===== src/logic/ffp_pkg.sv =====
// Feedforward pulser package with sample and length widths and pipeline latency constants
`default_nettype none

package ffp_pkg;

   // Sample width, signed two's complement
   localparam int FFP_DWI = 18;

   // Pulse length and the sequencer counters
   localparam int FFP_LENGTH_WI = 32;

   // Slew limit, unsigned step per clock
   localparam int FFP_SLEW_WI = 17;

   // Cycles from pulse enable until the length counter runs.
   // Covers setpoint magnitude, ramp accumulator and clamp stages
   localparam int FFP_PIPE_LAT = 3;

   // Cycles held back before the length expires so the fall can land on zero
   localparam int FFP_FALL_MARGIN = 5;

   // One output sample, shared by both axes
   typedef logic signed [FFP_DWI-1:0] ffp_sample_t;

endpackage : ffp_pkg

`default_nettype wire


===== src/logic/ffp_settings_if.sv =====
// Pulse settings bundle from the shadow latch to the sequencer and both channels
`timescale 1ns/1ps
`default_nettype none

interface ffp_settings_if;
   import ffp_pkg::*;

   logic [FFP_LENGTH_WI-1:0] length;   // Total pulse length incl. rise and fall
   logic [FFP_SLEW_WI-1:0]   slew_lim; // Max magnitude step per cycle
   ffp_sample_t              setp_x;   // First axis setpoint
   ffp_sample_t              setp_y;   // Second axis setpoint

   // Shadow latch side
   modport src (
      output length,
      output slew_lim,
      output setp_x,
      output setp_y
   );

   // Consumers, sequencer uses only length
   modport dst (
      input  length,
      input  slew_lim,
      input  setp_x,
      input  setp_y
   );

endinterface : ffp_settings_if

`default_nettype wire


===== src/logic/ffp_settings_latch.sv =====
// Shadow register set that freezes the pulse settings on an accepted start
`timescale 1ns/1ps
`default_nettype none

module ffp_settings_latch (
   input  logic                                clk,
   input  logic                                rst_n,
   input  logic                                capture,  // Start gated by not busy
   input  logic [ffp_pkg::FFP_LENGTH_WI-1:0]   length,
   input  logic [ffp_pkg::FFP_SLEW_WI-1:0]     slew_lim,
   input  ffp_pkg::ffp_sample_t                setp_x,
   input  ffp_pkg::ffp_sample_t                setp_y,
   ffp_settings_if.src                         cfg
);

   // Shadow copy
   // Runtime inputs may move at any time, the running pulse only sees
   // what was present on its own start cycle
   always_ff @(posedge clk) begin
      if (!rst_n) begin
         cfg.length   <= '0;
         cfg.slew_lim <= '0;
         cfg.setp_x   <= '0;
         cfg.setp_y   <= '0;
      end else if (capture) begin
         cfg.length   <= length;
         cfg.slew_lim <= slew_lim;   // Must be nonzero
         cfg.setp_x   <= setp_x;
         cfg.setp_y   <= setp_y;
      end
   end

   // A zero slew would never rail, so the fall would never be scheduled
   a_slew_nonzero : assert property (
      @(posedge clk) disable iff (!rst_n)
      capture |=> (cfg.slew_lim != '0)
   ) else $error("pulse captured with zero slew limit");

endmodule : ffp_settings_latch

`default_nettype wire


===== src/logic/ffp_sequencer.sv =====
// Pulse timer that owns busy, aligns to the channel pipeline and schedules the fall
`timescale 1ns/1ps
`default_nettype none

module ffp_sequencer (
   input  logic         clk,
   input  logic         rst_n,
   input  logic         start,      // Ignored while a pulse runs
   ffp_settings_if.dst  cfg,
   input  logic         railed_x,   // Already one cycle late
   input  logic         railed_y,
   output logic         pulse_on,   // Busy level
   output logic         fall        // High from the fall cycle to pulse end
);
   import ffp_pkg::*;

   logic                     start_ok;
   logic [FFP_PIPE_LAT-1:0]  pipe_dly;     // Alignment shift register
   logic                     count_en;
   logic                     both_railed;
   logic [FFP_LENGTH_WI-1:0] len_cnt;
   logic [FFP_LENGTH_WI-1:0] rise_cnt;
   logic [FFP_LENGTH_WI-1:0] fall_t;       // len_cnt value that starts the fall
   logic [FFP_LENGTH_WI-1:0] fall_need;    // Rise plus margin
   logic                     fall_sched;
   logic [FFP_LENGTH_WI:0]   on_cyc;       // Busy duration for the length check

   assign start_ok    = start & ~pulse_on;
   assign count_en    = pipe_dly[FFP_PIPE_LAT-1] & pulse_on;
   assign both_railed = railed_x & railed_y;   // Slower axis decides
   assign fall_need   = rise_cnt + FFP_LENGTH_WI'(FFP_FALL_MARGIN);

   // Flushed on start so a tail from the last pulse cannot count early
   always_ff @(posedge clk) begin
      if (!rst_n) begin
         pipe_dly <= '0;
      end else if (start_ok) begin
         pipe_dly <= '0;
      end else begin
         pipe_dly <= {pipe_dly[FFP_PIPE_LAT-2:0], pulse_on};
      end
   end

   always_ff @(posedge clk) begin
      if (!rst_n) begin
         pulse_on   <= 1'b0;
         fall       <= 1'b0;
         fall_sched <= 1'b0;
         len_cnt    <= '0;
         rise_cnt   <= '0;
         fall_t     <= '0;
      end else if (start_ok) begin
         pulse_on   <= 1'b1;
         fall       <= 1'b0;
         fall_sched <= 1'b0;
         len_cnt    <= '0;
         rise_cnt   <= '0;
         fall_t     <= '0;
      end else if (count_en) begin
         len_cnt <= len_cnt + 1'b1;

         // Length is strict, even with the fall unfinished
         if (len_cnt == cfg.length) begin
            pulse_on <= 1'b0;
            fall     <= 1'b0;
         end else if (fall_sched && (len_cnt >= fall_t)) begin
            fall <= 1'b1;
         end

         if (!fall_sched) begin
            if (both_railed) begin
               fall_sched <= 1'b1;
               // Fall mirrors the rise, ending a margin before length
               if (cfg.length > fall_need) begin
                  fall_t <= cfg.length - fall_need;
               end else begin
                  fall_t <= '0;        // Too short, fall at once
               end
            end else begin
               rise_cnt <= rise_cnt + 1'b1;
            end
         end
      end
   end

   always_ff @(posedge clk) begin
      if (!rst_n) begin
         on_cyc <= '0;
      end else if (!pulse_on) begin
         on_cyc <= '0;
      end else begin
         on_cyc <= on_cyc + 1'b1;
      end
   end

   // Alignment plus length+1 counted cycles
   a_busy_len : assert property (
      @(posedge clk) disable iff (!rst_n)
      pulse_on |-> (on_cyc < ((FFP_LENGTH_WI+1)'(cfg.length) + 4))
   ) else $error("busy held past length+4 cycles");

   a_fall_in_pulse : assert property (
      @(posedge clk) disable iff (!rst_n)
      fall |-> pulse_on
   ) else $error("fall active outside a pulse");

endmodule : ffp_sequencer

`default_nettype wire


===== src/logic/ffp_slew_channel.sv =====
// One axis of the pulser, slew-limited magnitude ramp with the setpoint sign restored
`timescale 1ns/1ps
`default_nettype none

module ffp_slew_channel (
   input  logic                 clk,
   input  logic                 rst_n,
   ffp_settings_if.dst          cfg,
   input  logic                 sel_y,      // Tie, picks setp_y over setp_x
   input  logic                 pulse_on,
   input  logic                 fall,
   output logic                 railed,     // To sequencer, one cycle late
   output ffp_pkg::ffp_sample_t out_sample
);
   import ffp_pkg::*;

   ffp_sample_t        setp_in;
   logic [FFP_DWI-1:0] setp_mag;     // Unsigned, holds 2**17 for the most negative
   logic               setp_neg;
   logic [FFP_DWI:0]   slew_ext;
   logic [FFP_DWI:0]   acc;          // Ramp value, may overshoot by one step
   logic [FFP_DWI-1:0] mag_clamp;
   logic [FFP_DWI-1:0] mag;
   ffp_sample_t        mag_s;
   logic               pulse_q;
   logic               rail_hit;
   logic               zero_hit;
   logic [FFP_DWI-1:0] out_mag;

   assign setp_in  = sel_y ? cfg.setp_y : cfg.setp_x;
   assign slew_ext = {{(FFP_DWI+1-FFP_SLEW_WI){1'b0}}, cfg.slew_lim};
   assign mag_s    = mag;

   // Overshoot never leaves this stage
   assign mag_clamp = (acc >= {1'b0, setp_mag}) ? setp_mag : acc[FFP_DWI-1:0];

   // Sign and magnitude split
   always_ff @(posedge clk) begin
      setp_neg <= setp_in[FFP_DWI-1];
      setp_mag <= setp_in[FFP_DWI-1] ? -setp_in : setp_in;
   end

   always_ff @(posedge clk) begin
      if (!rst_n) begin
         pulse_q <= 1'b0;
      end else begin
         pulse_q <= pulse_on;    // Setpoint magnitude valid from here
      end
   end

   // Ramp accumulator
   always_ff @(posedge clk) begin
      if (!rst_n) begin
         acc <= '0;
      end else if (!pulse_on) begin
         acc <= '0;
      end else if (fall) begin
         if (zero_hit || (acc <= slew_ext)) begin
            acc <= '0;                    // Saturate, never cross zero
         end else begin
            acc <= acc - slew_ext;
         end
      end else if (rail_hit) begin
         acc <= {1'b0, setp_mag};         // Hold the top
      end else begin
         acc <= acc + slew_ext;
      end
   end

   // Clamp stage with rail and zero flags
   always_ff @(posedge clk) begin
      if (!rst_n) begin
         mag      <= '0;
         rail_hit <= 1'b0;
         zero_hit <= 1'b0;
      end else if (!(pulse_on && pulse_q)) begin
         mag      <= '0;      // First pulse cycle too, setpoint still stale
         rail_hit <= 1'b0;
         zero_hit <= 1'b0;
      end else if (fall) begin
         rail_hit <= 1'b0;
         if (zero_hit || (acc == '0)) begin
            zero_hit <= 1'b1;  // Latched until pulse end
            mag      <= '0;
         end else begin
            mag <= mag_clamp;
         end
      end else begin
         rail_hit <= (acc >= {1'b0, setp_mag});
         mag      <= mag_clamp;
      end
   end

   always_ff @(posedge clk) begin
      if (!rst_n) begin
         railed <= 1'b0;
      end else begin
         railed <= rail_hit;     // Lines up with the delayed count enable
      end
   end

   // Output register, two behind acc
   always_ff @(posedge clk) begin
      if (!rst_n) begin
         out_sample <= '0;
      end else begin
         out_sample <= setp_neg ? -mag_s : mag_s;
      end
   end

   assign out_mag = out_sample[FFP_DWI-1] ? -out_sample : out_sample;

   // Clamp must hold at the output, across the sign stage
   a_mag_bound : assert property (
      @(posedge clk) disable iff (!rst_n)
      (pulse_on && $past(pulse_on, FFP_PIPE_LAT)) |-> (out_mag <= setp_mag)
   ) else $error("output magnitude above setpoint");

   // Pipeline drains to zero shortly after busy drops
   a_zero_after : assert property (
      @(posedge clk) disable iff (!rst_n)
      $fell(pulse_on) |-> ##[0:FFP_PIPE_LAT-1] (out_sample == '0)
   ) else $error("output not zero after pulse end");

endmodule : ffp_slew_channel

`default_nettype wire


===== src/logic/ff_pulser.sv =====
// Feedforward pulser top, two coherent slew-limited setpoint pulses from one start
`timescale 1ns/1ps
`default_nettype none

module ff_pulser (
   input  logic                              clk,
   input  logic                              rst_n,
   input  logic                              start,     // Accepted only when idle
   input  logic [ffp_pkg::FFP_LENGTH_WI-1:0] length,    // Whole pulse incl. rise and fall
   input  logic [ffp_pkg::FFP_SLEW_WI-1:0]   slew_lim,  // Nonzero
   input  ffp_pkg::ffp_sample_t              setp_x,
   input  ffp_pkg::ffp_sample_t              setp_y,
   output logic                              busy,
   output ffp_pkg::ffp_sample_t              out_x,
   output ffp_pkg::ffp_sample_t              out_y
);

   logic capture;
   logic pulse_on;
   logic fall;
   logic railed_x;
   logic railed_y;

   ffp_settings_if cfg_if ();

   assign capture = start & ~pulse_on;   // Same gate as the sequencer
   assign busy    = pulse_on;

   ffp_settings_latch u_latch (
      .clk      (clk),
      .rst_n    (rst_n),
      .capture  (capture),
      .length   (length),
      .slew_lim (slew_lim),
      .setp_x   (setp_x),
      .setp_y   (setp_y),
      .cfg      (cfg_if.src)
   );

   ffp_sequencer u_seq (
      .clk      (clk),
      .rst_n    (rst_n),
      .start    (start),
      .cfg      (cfg_if.dst),
      .railed_x (railed_x),
      .railed_y (railed_y),
      .pulse_on (pulse_on),
      .fall     (fall)
   );

   // X axis
   ffp_slew_channel u_chan_x (
      .clk        (clk),
      .rst_n      (rst_n),
      .cfg        (cfg_if.dst),
      .sel_y      (1'b0),
      .pulse_on   (pulse_on),
      .fall       (fall),
      .railed     (railed_x),
      .out_sample (out_x)
   );

   // Y axis
   ffp_slew_channel u_chan_y (
      .clk        (clk),
      .rst_n      (rst_n),
      .cfg        (cfg_if.dst),
      .sel_y      (1'b1),
      .pulse_on   (pulse_on),
      .fall       (fall),
      .railed     (railed_y),
      .out_sample (out_y)
   );

endmodule : ff_pulser

`default_nettype wire


===== config.mk =====
export PLATFORM = sky130hd
export DESIGN_NAME = ff_pulser
export DESIGN_NICKNAME = d
export VERILOG_FILES = /design/src/logic/ffp_pkg.sv /design/src/logic/ffp_settings_if.sv /design/src/logic/ffp_settings_latch.sv /design/src/logic/ffp_sequencer.sv /design/src/logic/ffp_slew_channel.sv /design/src/logic/ff_pulser.sv
export SDC_FILE = /design/constraint.sdc
export NUM_CORES = 1
export LEC_CHECK = 0
export BUFFER_PORTS_ARGS = -buffer_cell sky130_fd_sc_hd__buf_2
export CORE_MARGIN = 10
export CORE_UTILIZATION = 56
export DETAILED_ROUTE_END_ITERATION = 10
export PLACE_DENSITY = 0.82
export SETUP_SLACK_MARGIN = 0.2
export SYNTH_ARGS = -nofsm -noshare
export SYNTH_HDL_FRONTEND = slang
export SYNTH_HIERARCHICAL = 1
export SYNTH_SLANG_ARGS = --single-unit
export TNS_END_PERCENT = 10

===== constraint.sdc =====
create_clock -name clk -period 3.8 [get_ports clk]
set_input_delay 0.19 -clock clk [delete_from_list [all_inputs] [get_ports clk]]
set_output_delay 0.19 -clock clk [all_outputs]
set_load 0.005 [all_outputs]

* Word level (Yosys, flattened, before mapping)
Index checks and enable logic that the tools add are counted.
Storage, ports and cells: word-level logic and storage cells 102, output and inout port bits 37, bits in registers 342, input port bits 88
Cells by class: $lt $le $gt $ge 6, bitwise operators 8, add/sub/neg operators 12, equality and inequality tests 1, reductions and logical operators 21, muxes and demuxes 24
Operators by type and width (count):
- 2-to-1 mux 18 bit | 8
- 2-to-1 mux 19 bit | 6
- negator 18 bit | 4
- adder 32 x 1 -> 32 bit (second input constant) | 2
- adder 19 x 17 -> 19 bit | 2
- greater-or-equal comparator 19 x 18 -> 1 bit | 2
- <= comparator 19 x 17 -> 1 bit | 2
- logical NOT 19 bit | 2
- subtractor 19 x 17 -> 19 bit | 2
- 2-to-1 mux 17 bit | 2
- adder 32 x 3 -> 32 bit (second input constant) | 1
- equality test 32 bit | 1
- greater-or-equal comparator 32 bit | 1
- > comparator 32 bit | 1
- 2-to-1 mux 32 bit | 1
- subtractor 32 bit | 1
- AND reduction 2 bit | 6
- 2-to-1 mux 1 bit | 7
- AND reduction 3 bit | 2
- nonzero test 2 bit | 3
- inverter 1 bit | 5
- logical OR 1 bit | 4
- bitwise AND 1 bit | 3
- OR reduction 3 bit | 1
- 2 further kinds | 3

* Depth between registers and ports, before layout
Gate-level depths: netlist of the first run.
word-level depth 4, gate-level depth with buffers 19, depth with buffers taken out 17

* Hierarchy
The synthesis of the first run kept the hierarchy.
By module, submodules not included:
- ffp_sequencer | cells each 949, area an instance 7462.2 sq um, instances 1, seq. area each 2042.0 sq um
- ffp_slew_channel at u_chan_x | cells each 704, area an instance 5764.3 sq um, instances 1, seq. area each 1561.5 sq um
- ffp_slew_channel at u_chan_y | cells each 690, area an instance 5647.9 sq um, instances 1, seq. area each 1561.5 sq um
- ffp_settings_latch | cells each 274, area an instance 3269.4 sq um, instances 1, seq. area each 1701.6 sq um
- ff_pulser | cells each 3, area an instance 21.3 sq um, instances 1, seq. area each 0.0 sq um

* Worst setup path before layout of the first run
OpenSTA, ideal clock, no wires.
kind reg2reg, start point reg u_seq.rise_cnt[5], end point reg u_seq.fall_t[30], stages on the path, launching flop included 19, data arrival time 3.654 ns, clock period less this slack 3.715 ns, data required time 3.739 ns, buffers on the path 2, setup slack 0.085 ns, setup time 0.061 ns, cell sequence dfxtp_1 nand4_1 nor2_1 nand3_1 nor2_1 nand2_1 nor2_1 xnor2_1 ha_1 buf_2 nand4_1 or3_1 o22ai_1 o21ai_0 a21oi_1 o31a_1 nor2b_1 buf_2 a32o_1
Between the ends: word-level cells in the longest chain between the ends 3, elaborated cells on any way between the ends 4, those cells by class add/sub (2); order compare (1); mux (1)
RTL lines:
- from (decl) | RTL line ffp_sequencer.sv:22 | logic [FFP_LENGTH_WI-1:0] rise_cnt;
- from (signal assigned) | RTL line ffp_sequencer.sv:80 | rise_cnt <= rise_cnt + 1'b1;
- adder 32 x 3 -> 32 bit (*) | RTL line ffp_sequencer.sv:31 | assign fall_need = rise_cnt + FFP_LENGTH_WI'(FFP_FALL_MARGIN);
- subtractor 32 bit or > comparator 32 bit (tied branches) | RTL line ffp_sequencer.sv:75, ffp_sequencer.sv:74
- 2-to-1 mux 32 bit (*) | RTL line ffp_sequencer.sv:74 | if (cfg.length > fall_need) begin
- to (signal assigned) | RTL line ffp_sequencer.sv:75 | fall_t <= cfg.length - fall_need;
- to (decl) | RTL line ffp_sequencer.sv:23 | logic [FFP_LENGTH_WI-1:0] fall_t;
Mark *: on every way between the ends. The rest lies on a longest branch, timed or not. A chain may end at the register's enable or synchronous reset.

* Final worst setup path of the first run
start point reg u_seq.rise_cnt[10], end point reg u_seq.fall_t[20]
The elaborated chain is that of the path after synthesis.

==> impl_metrics.toml, run 1 <==
[status]
status = "complete, no violations"

[timing]
finalMaxSlewViolations = 0
period_share_pct = 93.28
whs_ps = 37.15
max_slew_margin_pct = 34.29
finalSetupViolCount = 0
fmax_mhz = 282.1
final_hold_viol_count = 0
finalClockSkew_ps = 21.04
rsz0062_at_grt = "yes"
period_needed_ps = 3545
worst_pin_slew_ps = 984.4
setup_tns_ps = 0

[synthesis]
synthArstFlopShare_pct = 0
syn_area_mm2 = 0.02217
yosys_warnings = 6
synth_top_flop_cell = "dfxtp_1"
ys_ff_latch = 343
syn_area_per_cell_um2 = 8.460
synth_edf_count = 0
syn_inst = 2620
yosysUniqueCellTypes = 92
yosysSeqAreaShare_pct = 30.98

[power_and_ir_drop]
fin_total_pwr_w = 0.01012
leakage_nw = 10.99
p_per_area_mw_per_mm2 = 391.7
max-vdd-ir-drop_mv = 0.3382

[route]
route.met3.wl_um = 4607
routedWlPerCell_um = 19.99
vias = 20080
via_per_inst = 5.958
top_layer_used = "met4"
drtIter0Drc = 1622
drc = 0
met2_length_um = 32460
dr.pass1.iters = 6
wl_met1_um = 26150
drt_wl_total_um = 67360
ant_nets = 0

[critical_path]
cp.required_ps = 4220
endpoint_kind = "register"
worst-path-max-fanout = 8
worstPathArrival_ps = 3970
startpoint_type = "register"
worstSetupPathType = "register to register"
cpMaxStageDelayCell = "dfxtp_4"
slowest_delay_ps = 370
worstPathCellList = "and3_1 -> nand2_1 -> nor4_1 -> buf_4 -> and2_1 -> xnor2_1 -> ha_2 -> nand2_1 -> o21a_1 -> o22ai_2 -> o21ai_0 -> a21oi_1 -> o31a_1 -> buf_4 -> clkbuf_4 -> a22oi_1 -> nor2_1"
r2r_slack_ps = 260
r2r-start = "u_seq/rise_cnt[10]$_SDFFE_PP0P_"
r2r_cells = 17
timing.rr.end = "u_seq/fall_t[20]$_SDFFE_PP0P_"

[floorplan]
coreArea_mm2 = 0.03892
ios = 125
die-height_um = 219.0
die_x_um = 219.0
dieArea_mm2 = 0.04794
start_util_pct = 56.95
rows = 72

[cts]
root_buffer = "clkbuf_16"
clkSlewWorstSetupHoldPaths_ps = 60
cts.sinks = 343
clk-insertion-delay-late_ps = 570
cts_max_path_buffers = 3
cts_tree = "yes"
htreeDepth = 2
cts_made_buffers = 40

[job]
cap_viol_max_count = 0

[grt]
grt_overflow = 0
grt_pass1_vias = 19960
grt_antenna_before_repair = 0
grt_pass1_wl_um = 105800
grt_start_max_net_pins = 94
grt_usage_pct = 27.28

[placement]
hpwl_um = 49240
globalplace.congestion = 0.9526
io_buffers = 124
dpl_cell_area_mm2 = 0.02328
placedCellCount = 3204

[final_layout]
final_area_mm2 = 0.02582
n_antenna_cell = 0
nets = 3091
syn_to_final_growth_pct = 16.51
final_layout_size_suffix_gt1_share_pct = 12.52
instances_no_fill = 3370

[worst_hold_path]
hp-class = "input pin to register"
hold_path.startpoint = "start"
hold_depth = 3
min_to = "u_seq/pulse_on$_SDFFE_PN0P_"
flip-flops by register name, indices dropped and copies added, names as in the netlist, 19 cells and up:
name / flops
u_latch/cfg.length: 32
u_seq/fall_t: 32
u_seq/len_cnt: 32
u_seq/rise_cnt: 32
u_chan_x/acc: 19
u_chan_y/acc: 19
kinds of logic after synthesis:
kind of cell,share of synthesized area [%]
flops,30.98
mux,7.062
simple gates,19.68
fa+ha+maj,10.27
buf+inv,6.192
other cells,0.03388
compound gates,15.98
xor+xnor,9.800
worst max path at each step:
| stage | end | from | slack [ps] |
|---|---|---|---|
| after global routing | u_seq/fall_t[17]$_SDFFE_PP0P_ | u_seq/rise_cnt[10]$_SDFFE_PP0P_ | 80 |
| after detailed placement | u_seq/fall_t[30]$_SDFFE_PP0P_ | u_seq/rise_cnt[10]$_SDFFE_PP0P_ | -50 |
| after floorplan | u_seq/fall_t[30]$_SDFFE_PP0P_ | u_seq/rise_cnt[3]$_SDFFE_PP0P_ | 200 |
| after global placement | u_seq/fall_t[30]$_SDFFE_PP0P_ | u_seq/rise_cnt[10]$_SDFFE_PP0P_ | 50 |
| final | u_seq/fall_t[20]$_SDFFE_PP0P_ | u_seq/rise_cnt[10]$_SDFFE_PP0P_ | 260 |
| after CTS | u_seq/fall_t[7]$_SDFFE_PP0P_ | u_seq/rise_cnt[10]$_SDFFE_PP0P_ | 180 |
critical path, delay by kind of cell (launching register included):
kind	cells	cell delay, ps
AO/OA/AOI/OAI	6	1020
buffers and inverters	3	520
XOR/XNOR	1	140
AND/OR/NAND/NOR	6	970
adder cells (fa/ha/maj)	1	360
flip-flops	1	370
Yosys cell counts (8+ instances only):
cell | number | area [um^2]
nor2b_1 | 111 | 694.4
a22oi_1 | 20 | 150.1
or2_2 | 11 | 68.82
o221ai_1 | 10 | 87.58
inv_1 | 174 | 653.1
nor3_1 | 48 | 240.2
nand2_1 | 128 | 480.5
and2_1 | 42 | 262.8
mux2i_1 | 153 | 1531
o21ai_1 | 10 | 50.05
o32ai_1 | 12 | 105.1
ha_1 | 174 | 2177
o31ai_1 | 24 | 180.2
a31oi_1 | 12 | 75.07
nand2b_1 | 45 | 281.5
buf_4 | 13 | 97.59
xnor2_1 | 162 | 1419
nand4_1 | 49 | 306.5
nor4_1 | 26 | 162.7
nor2_1 | 251 | 942.2
clkbuf_1 | 73 | 274.0
and3_1 | 18 | 112.6
a21oi_1 | 149 | 745.7
nand3_1 | 50 | 250.2
nor3b_1 | 9 | 67.56
a211oi_1 | 15 | 112.6
a21o_1 | 38 | 285.3
o21bai_1 | 11 | 82.58
dfxtp_1 | 343 | 6867
o21a_1 | 11 | 82.58
or3_1 | 18 | 112.6
xor2_1 | 86 | 753.2
a22o_1 | 8 | 70.07
o211ai_1 | 9 | 67.56
buf_2 | 26 | 130.1
o21ai_0 | 114 | 570.6
o22ai_1 | 25 | 156.4
cells in the final DEF (no fill, tap or decap), types with 44 or more instances in the layout:
cell,n
nand2b_1,45
nor2b_1,110
nor3_1,44
mux2i_1,153
dlygate4sd3_1,85
nand4_1,49
buf_4,76
inv_1,174
ha_1,169
buf_2,123
nor2_1,245
dfxtp_1,336
xor2_1,85
nand3_1,49
nand2_1,127
o21ai_0,109
a21oi_1,145
xnor2_1,162
report_power, final:
group          internal [W]  leakage, nW  switching [W]
clock network       0.00242        0.670        0.00158
registers           0.00373         2.79       0.000205
logic              0.000968         7.53        0.00121
stage by stage:
stage | utilization, % | worst slack, ps
3_5_place_dp | 59.83 | -53.77
6_report | 66.35 | 255.5
4_1_cts | 65.81 | 182.6
5_1_grt | 66.35 | 84.07
3_3_place_gp | 59.83 | 47.94
2_1_floorplan | - | 200.7
timing repair:
action / CTS / global route
gates resized for setup: 16 / 47
cloned: 3 / 0
setup endpoints to repair: 32 / 33
hold buffers: 85 / 0
pin swaps: 4 / 12
setup buffers: 4 / 4
endpoints found under the hold margin: 85 / 0
routing by layer:
| metal | track usage (%) | vias up |
|---|---|---|
| met4 | 16.27 | 0 |
| met5 | 0 | - |
| li1 | - | 9577 |
| met1 | 30.70 | 9425 |
| met2 | 47.30 | 839 |
| met3 | 5.076 | 236 |
layout make-up:
cell class	instances	area (um^2)
Clock buffer	56	1171
Tap cell	518	648.1
Fill cell	3082	13090
Multi-Input combinational cell	1977	14200
Clock inverter	14	197.7
Sequential cell	343	6878
Inverter	175	656.9
Timing Repair Buffer	287	2076
(Power assumes the default switching activity.)
==> run 2: changes to the inputs <==
--- a/config.mk
+++ b/config.mk
@@ -5,14 +5,14 @@
 export SDC_FILE = /design/constraint.sdc
 export NUM_CORES = 1
 export LEC_CHECK = 0
+export ABC_AREA = 1
 export BUFFER_PORTS_ARGS = -buffer_cell sky130_fd_sc_hd__buf_2
 export CORE_MARGIN = 10
-export CORE_UTILIZATION = 56
+export CORE_UTILIZATION = 57
 export DETAILED_ROUTE_END_ITERATION = 10
-export PLACE_DENSITY = 0.82
+export PLACE_DENSITY = 0.83
 export SETUP_SLACK_MARGIN = 0.2
 export SYNTH_ARGS = -nofsm -noshare
 export SYNTH_HDL_FRONTEND = slang
-export SYNTH_HIERARCHICAL = 1
 export SYNTH_SLANG_ARGS = --single-unit
 export TNS_END_PERCENT = 10
==> run 2 against run 1 <==
Net effect: synthesized cell count rose by 38%; register-to-register slack improved by 120 ps; total power grew 1.6%; critical path depth up 2; worst hold slack better by 13 ps; combinational power increased by 9.6%; cell area is 3.5% higher; synthesized area is 5.2% higher; critical path type unchanged; critical endpoint is now u_seq.fall_t[15]$_SDFFE_PP0P_; highest routed layer unchanged.
==> impl_metrics.toml, run 2 <==
[synthesis]
syn_area_mm2 = 0.02332
synth_common_cells = "936 x nand2_1, 498 x inv_1, 385 x nor2_1"
synth_nets = 3891
synth_top_flop_cell = "dfxtp_1"
ys_ff_latch = 342
syn_area_per_cell_um2 = 6.434
yosys.area.top_type = "dfxtp_1"
synth_edf_count = 0
yosysMostFrequentCell = "nand2_1"
syn_inst = 3624
yosysUniqueCellTypes = 51
synth_area_leaders = "dfxtp_1 29%, nand2_1 15%, ha_1 9.3%"
yosysSeqAreaShare_pct = 29.36
synth_top_area_share_pct = 29.36
yosys_warnings = 0
synthArstFlopShare_pct = 0

[grt]
grt_usage_pct = 30.40
grt_pass1_vias = 22850
grt_util_met2_pct = 50.88
gr-usage-met1_pct = 37.67
grt_pass1_wl_um = 122500
grt_antenna_before_repair = 0
grt_use_met3_pct = 3.860
grt_start_max_net_pins = 87
grt_overflow = 0
grt_busiest_layer = "met2"

[final_layout]
final_layout_size_suffix_gt1_share_pct = 8.220
nFillCells = 3767
final_common_cell = "nand2_1"
multi_input_area_mm2 = 0.01421
nets = 4068
final_cell_mix = "931 x nand2_1, 497 x inv_1, 377 x nor2_1, 340 x dfxtp_1, 283 x a21oi_1"
instances_no_fill = 4364
syn_to_final_growth_pct = 14.67
seq_area_mm2 = 0.006849
n_antenna_cell = 0

[timing]
final_hold_viol_count = 0
setup_tns_ps = 0
fmax_mhz = 291.8
fin_ws_ps = 373.5
rsz0062_at_grt = "no"
finalClockSkew_ps = 29.31
max_slew_margin_pct = 33.98
whs_ps = 50.00
finalSetupViolCount = 0
finalMaxSlewViolations = 0
period_needed_ps = 3427
worst_pin_slew_ps = 990.3
period_share_pct = 90.17

[route]
routedWlPerCell_um = 17.94
drc = 0
dr.pass1.iters = 6
drt_wl_total_um = 78280
vias = 24340
ant_nets = 0
drtIter0Drc = 2508
via_per_inst = 5.578

[critical_path]
worstPathCellList = "ha_2 -> inv_1 -> a21oi_4 -> nand2_2 -> nor4_4 -> nand2_1 -> xor2_1 -> ha_1 -> nand2_1 -> nor2_2 -> inv_1 -> nor2_4 -> and2_2 -> nand2_1 -> nand2_1 -> a21oi_4 -> clkbuf_16 -> nand2_1 -> a21oi_1"
worstPathArrival_ps = 3930
worstSetupPathType = "register to register"
slowest_delay_ps = 370
cp_top_family = "simple AND/OR/NAND/NOR gates"
endpoint_kind = "register"
startpoint_type = "register"
path_common_cell = "nand2_1"
cpMaxStageDelayCell = "dfxtp_1"
r2r_slack_ps = 370
worst-path-max-fanout = 12
cp.required_ps = 4310
cp_num_buf_inv = 3

[floorplan]
rows = 74
coreArea_mm2 = 0.04065
die-height_um = 222.3
dieArea_mm2 = 0.04940
ios = 125
die_x_um = 222.3
start_util_pct = 57.37

[cts]
cts_tree = "yes"
cts_max_path_buffers = 3
htreeDepth = 2
root_buffer = "clkbuf_16"
clk-insertion-delay-late_ps = 590
cts_made_buffers = 39
cts.sinks = 342
clkSlewWorstSetupHoldPaths_ps = 70

[power_and_ir_drop]
leakage_nw = 12.67
clkPwrFrac_pct = 39.1
p_per_area_mw_per_mm2 = 384.6
pwr-share-seq_pct = 37.7
fin_total_pwr_w = 0.01028
max-vdd-ir-drop_mv = 0.2717
swShare_pct = 33.36
internal_power_w = 0.006853
pwr-share-comb_pct = 23.2
switchingPower_w = 0.003430

[placement]
placedCellCount = 4200
place_ws_ps = 169.8
hpwl_um = 58880
globalplace.congestion = 1.018
io_buffers = 124

[status]
status = "complete, no violations"

[worst_hold_path]
hp-class = "input pin to register"

[job]
cap_viol_max_count = 0
-- run 2: logic make-up (layout without fill, tap and decap cells) --
family / count (synthesis) / after routing / synth area share [%]
compound gates: 517 / 517 / 11.65
xor+xnor: 147 / 147 / 5.522
fa+ha+maj: 179 / 179 / 9.766
buf+inv: 612 / 820 / 10.28
flops: 342 / 342 / 29.36
simple gates: 1827 / 1827 / 33.41
-- run 2: metal layers --
layer | share of wire [%] | vias to the layer above
li1 | - | 11990
met5 | 0 | -
met1 | 41 | 11100
met4 | 5.4 | 0
met3 | 6.9 | 237
met2 | 46 | 1019
-- run 2: worst min-delay path, cell delays in order --
cell and delay [ps]:
buf_2 80, nand3_1 190, o21ai_0 140
-- run 2: cell type report --
type | instances | area share [%]
multi-input cells | 2670 | 53.17
clock buffers | 56 | 4.343
flip-flops and latches | 342 | 25.62
clock inverters | 16 | 0.7160
inverters | 508 | 7.141
well taps | 532 | 2.490
repair buffers | 240 | 6.528
-- run 2: power by group through the flow --
stage,Combinational [W],Sequential (W),Clock (W)
2_1_floorplan,0.00165,0.00387,0
3_3_place_gp,0.00221,0.00394,0
3_5_place_dp,0.00221,0.00395,0
4_1_cts,0.00230,0.00387,0.00403
5_1_grt,0.00266,0.00388,0.00417
6_report,0.00239,0.00388,0.00402
-- run 2: final timing paths --
kind	startpoint	endpoint	cells after the start
min reg2reg	u_latch.cfg.setp_x[0]$_SDFFE_PN0P_	u_chan_x.setp_mag[0]$_DFF_P_	0
max	u_seq.rise_cnt[0]$_SDFFE_PP0P_	u_seq.fall_t[15]$_SDFFE_PP0P_	19
max reg2reg	u_seq.rise_cnt[0]$_SDFFE_PP0P_	u_seq.fall_t[15]$_SDFFE_PP0P_	19
min	slew_lim[2]	u_latch.cfg.slew_lim[2]$_SDFFE_PN0P_	3
-- run 2: timing repair --
action | 4_1_cts | 5_1_grt
hold buffers | 80 | 0
setup endpoints to repair | 11 | 32
resized for setup | 2 | 33
setup buffers | 0 | 10
pin swaps | 0 | 10
gates cloned | 0 | 2
hold endpoints to repair | 80 | 0
-- run 2: metrics by stage --
step | area [um^2] | utilization, %
6_report | 26740 | 65.78
5_1_grt | 26740 | 65.78
4_1_cts | 26490 | 65.17
3_5_place_dp | 24320 | 59.84
3_3_place_gp | 24320 | 59.84
2_1_floorplan | 23320 | -
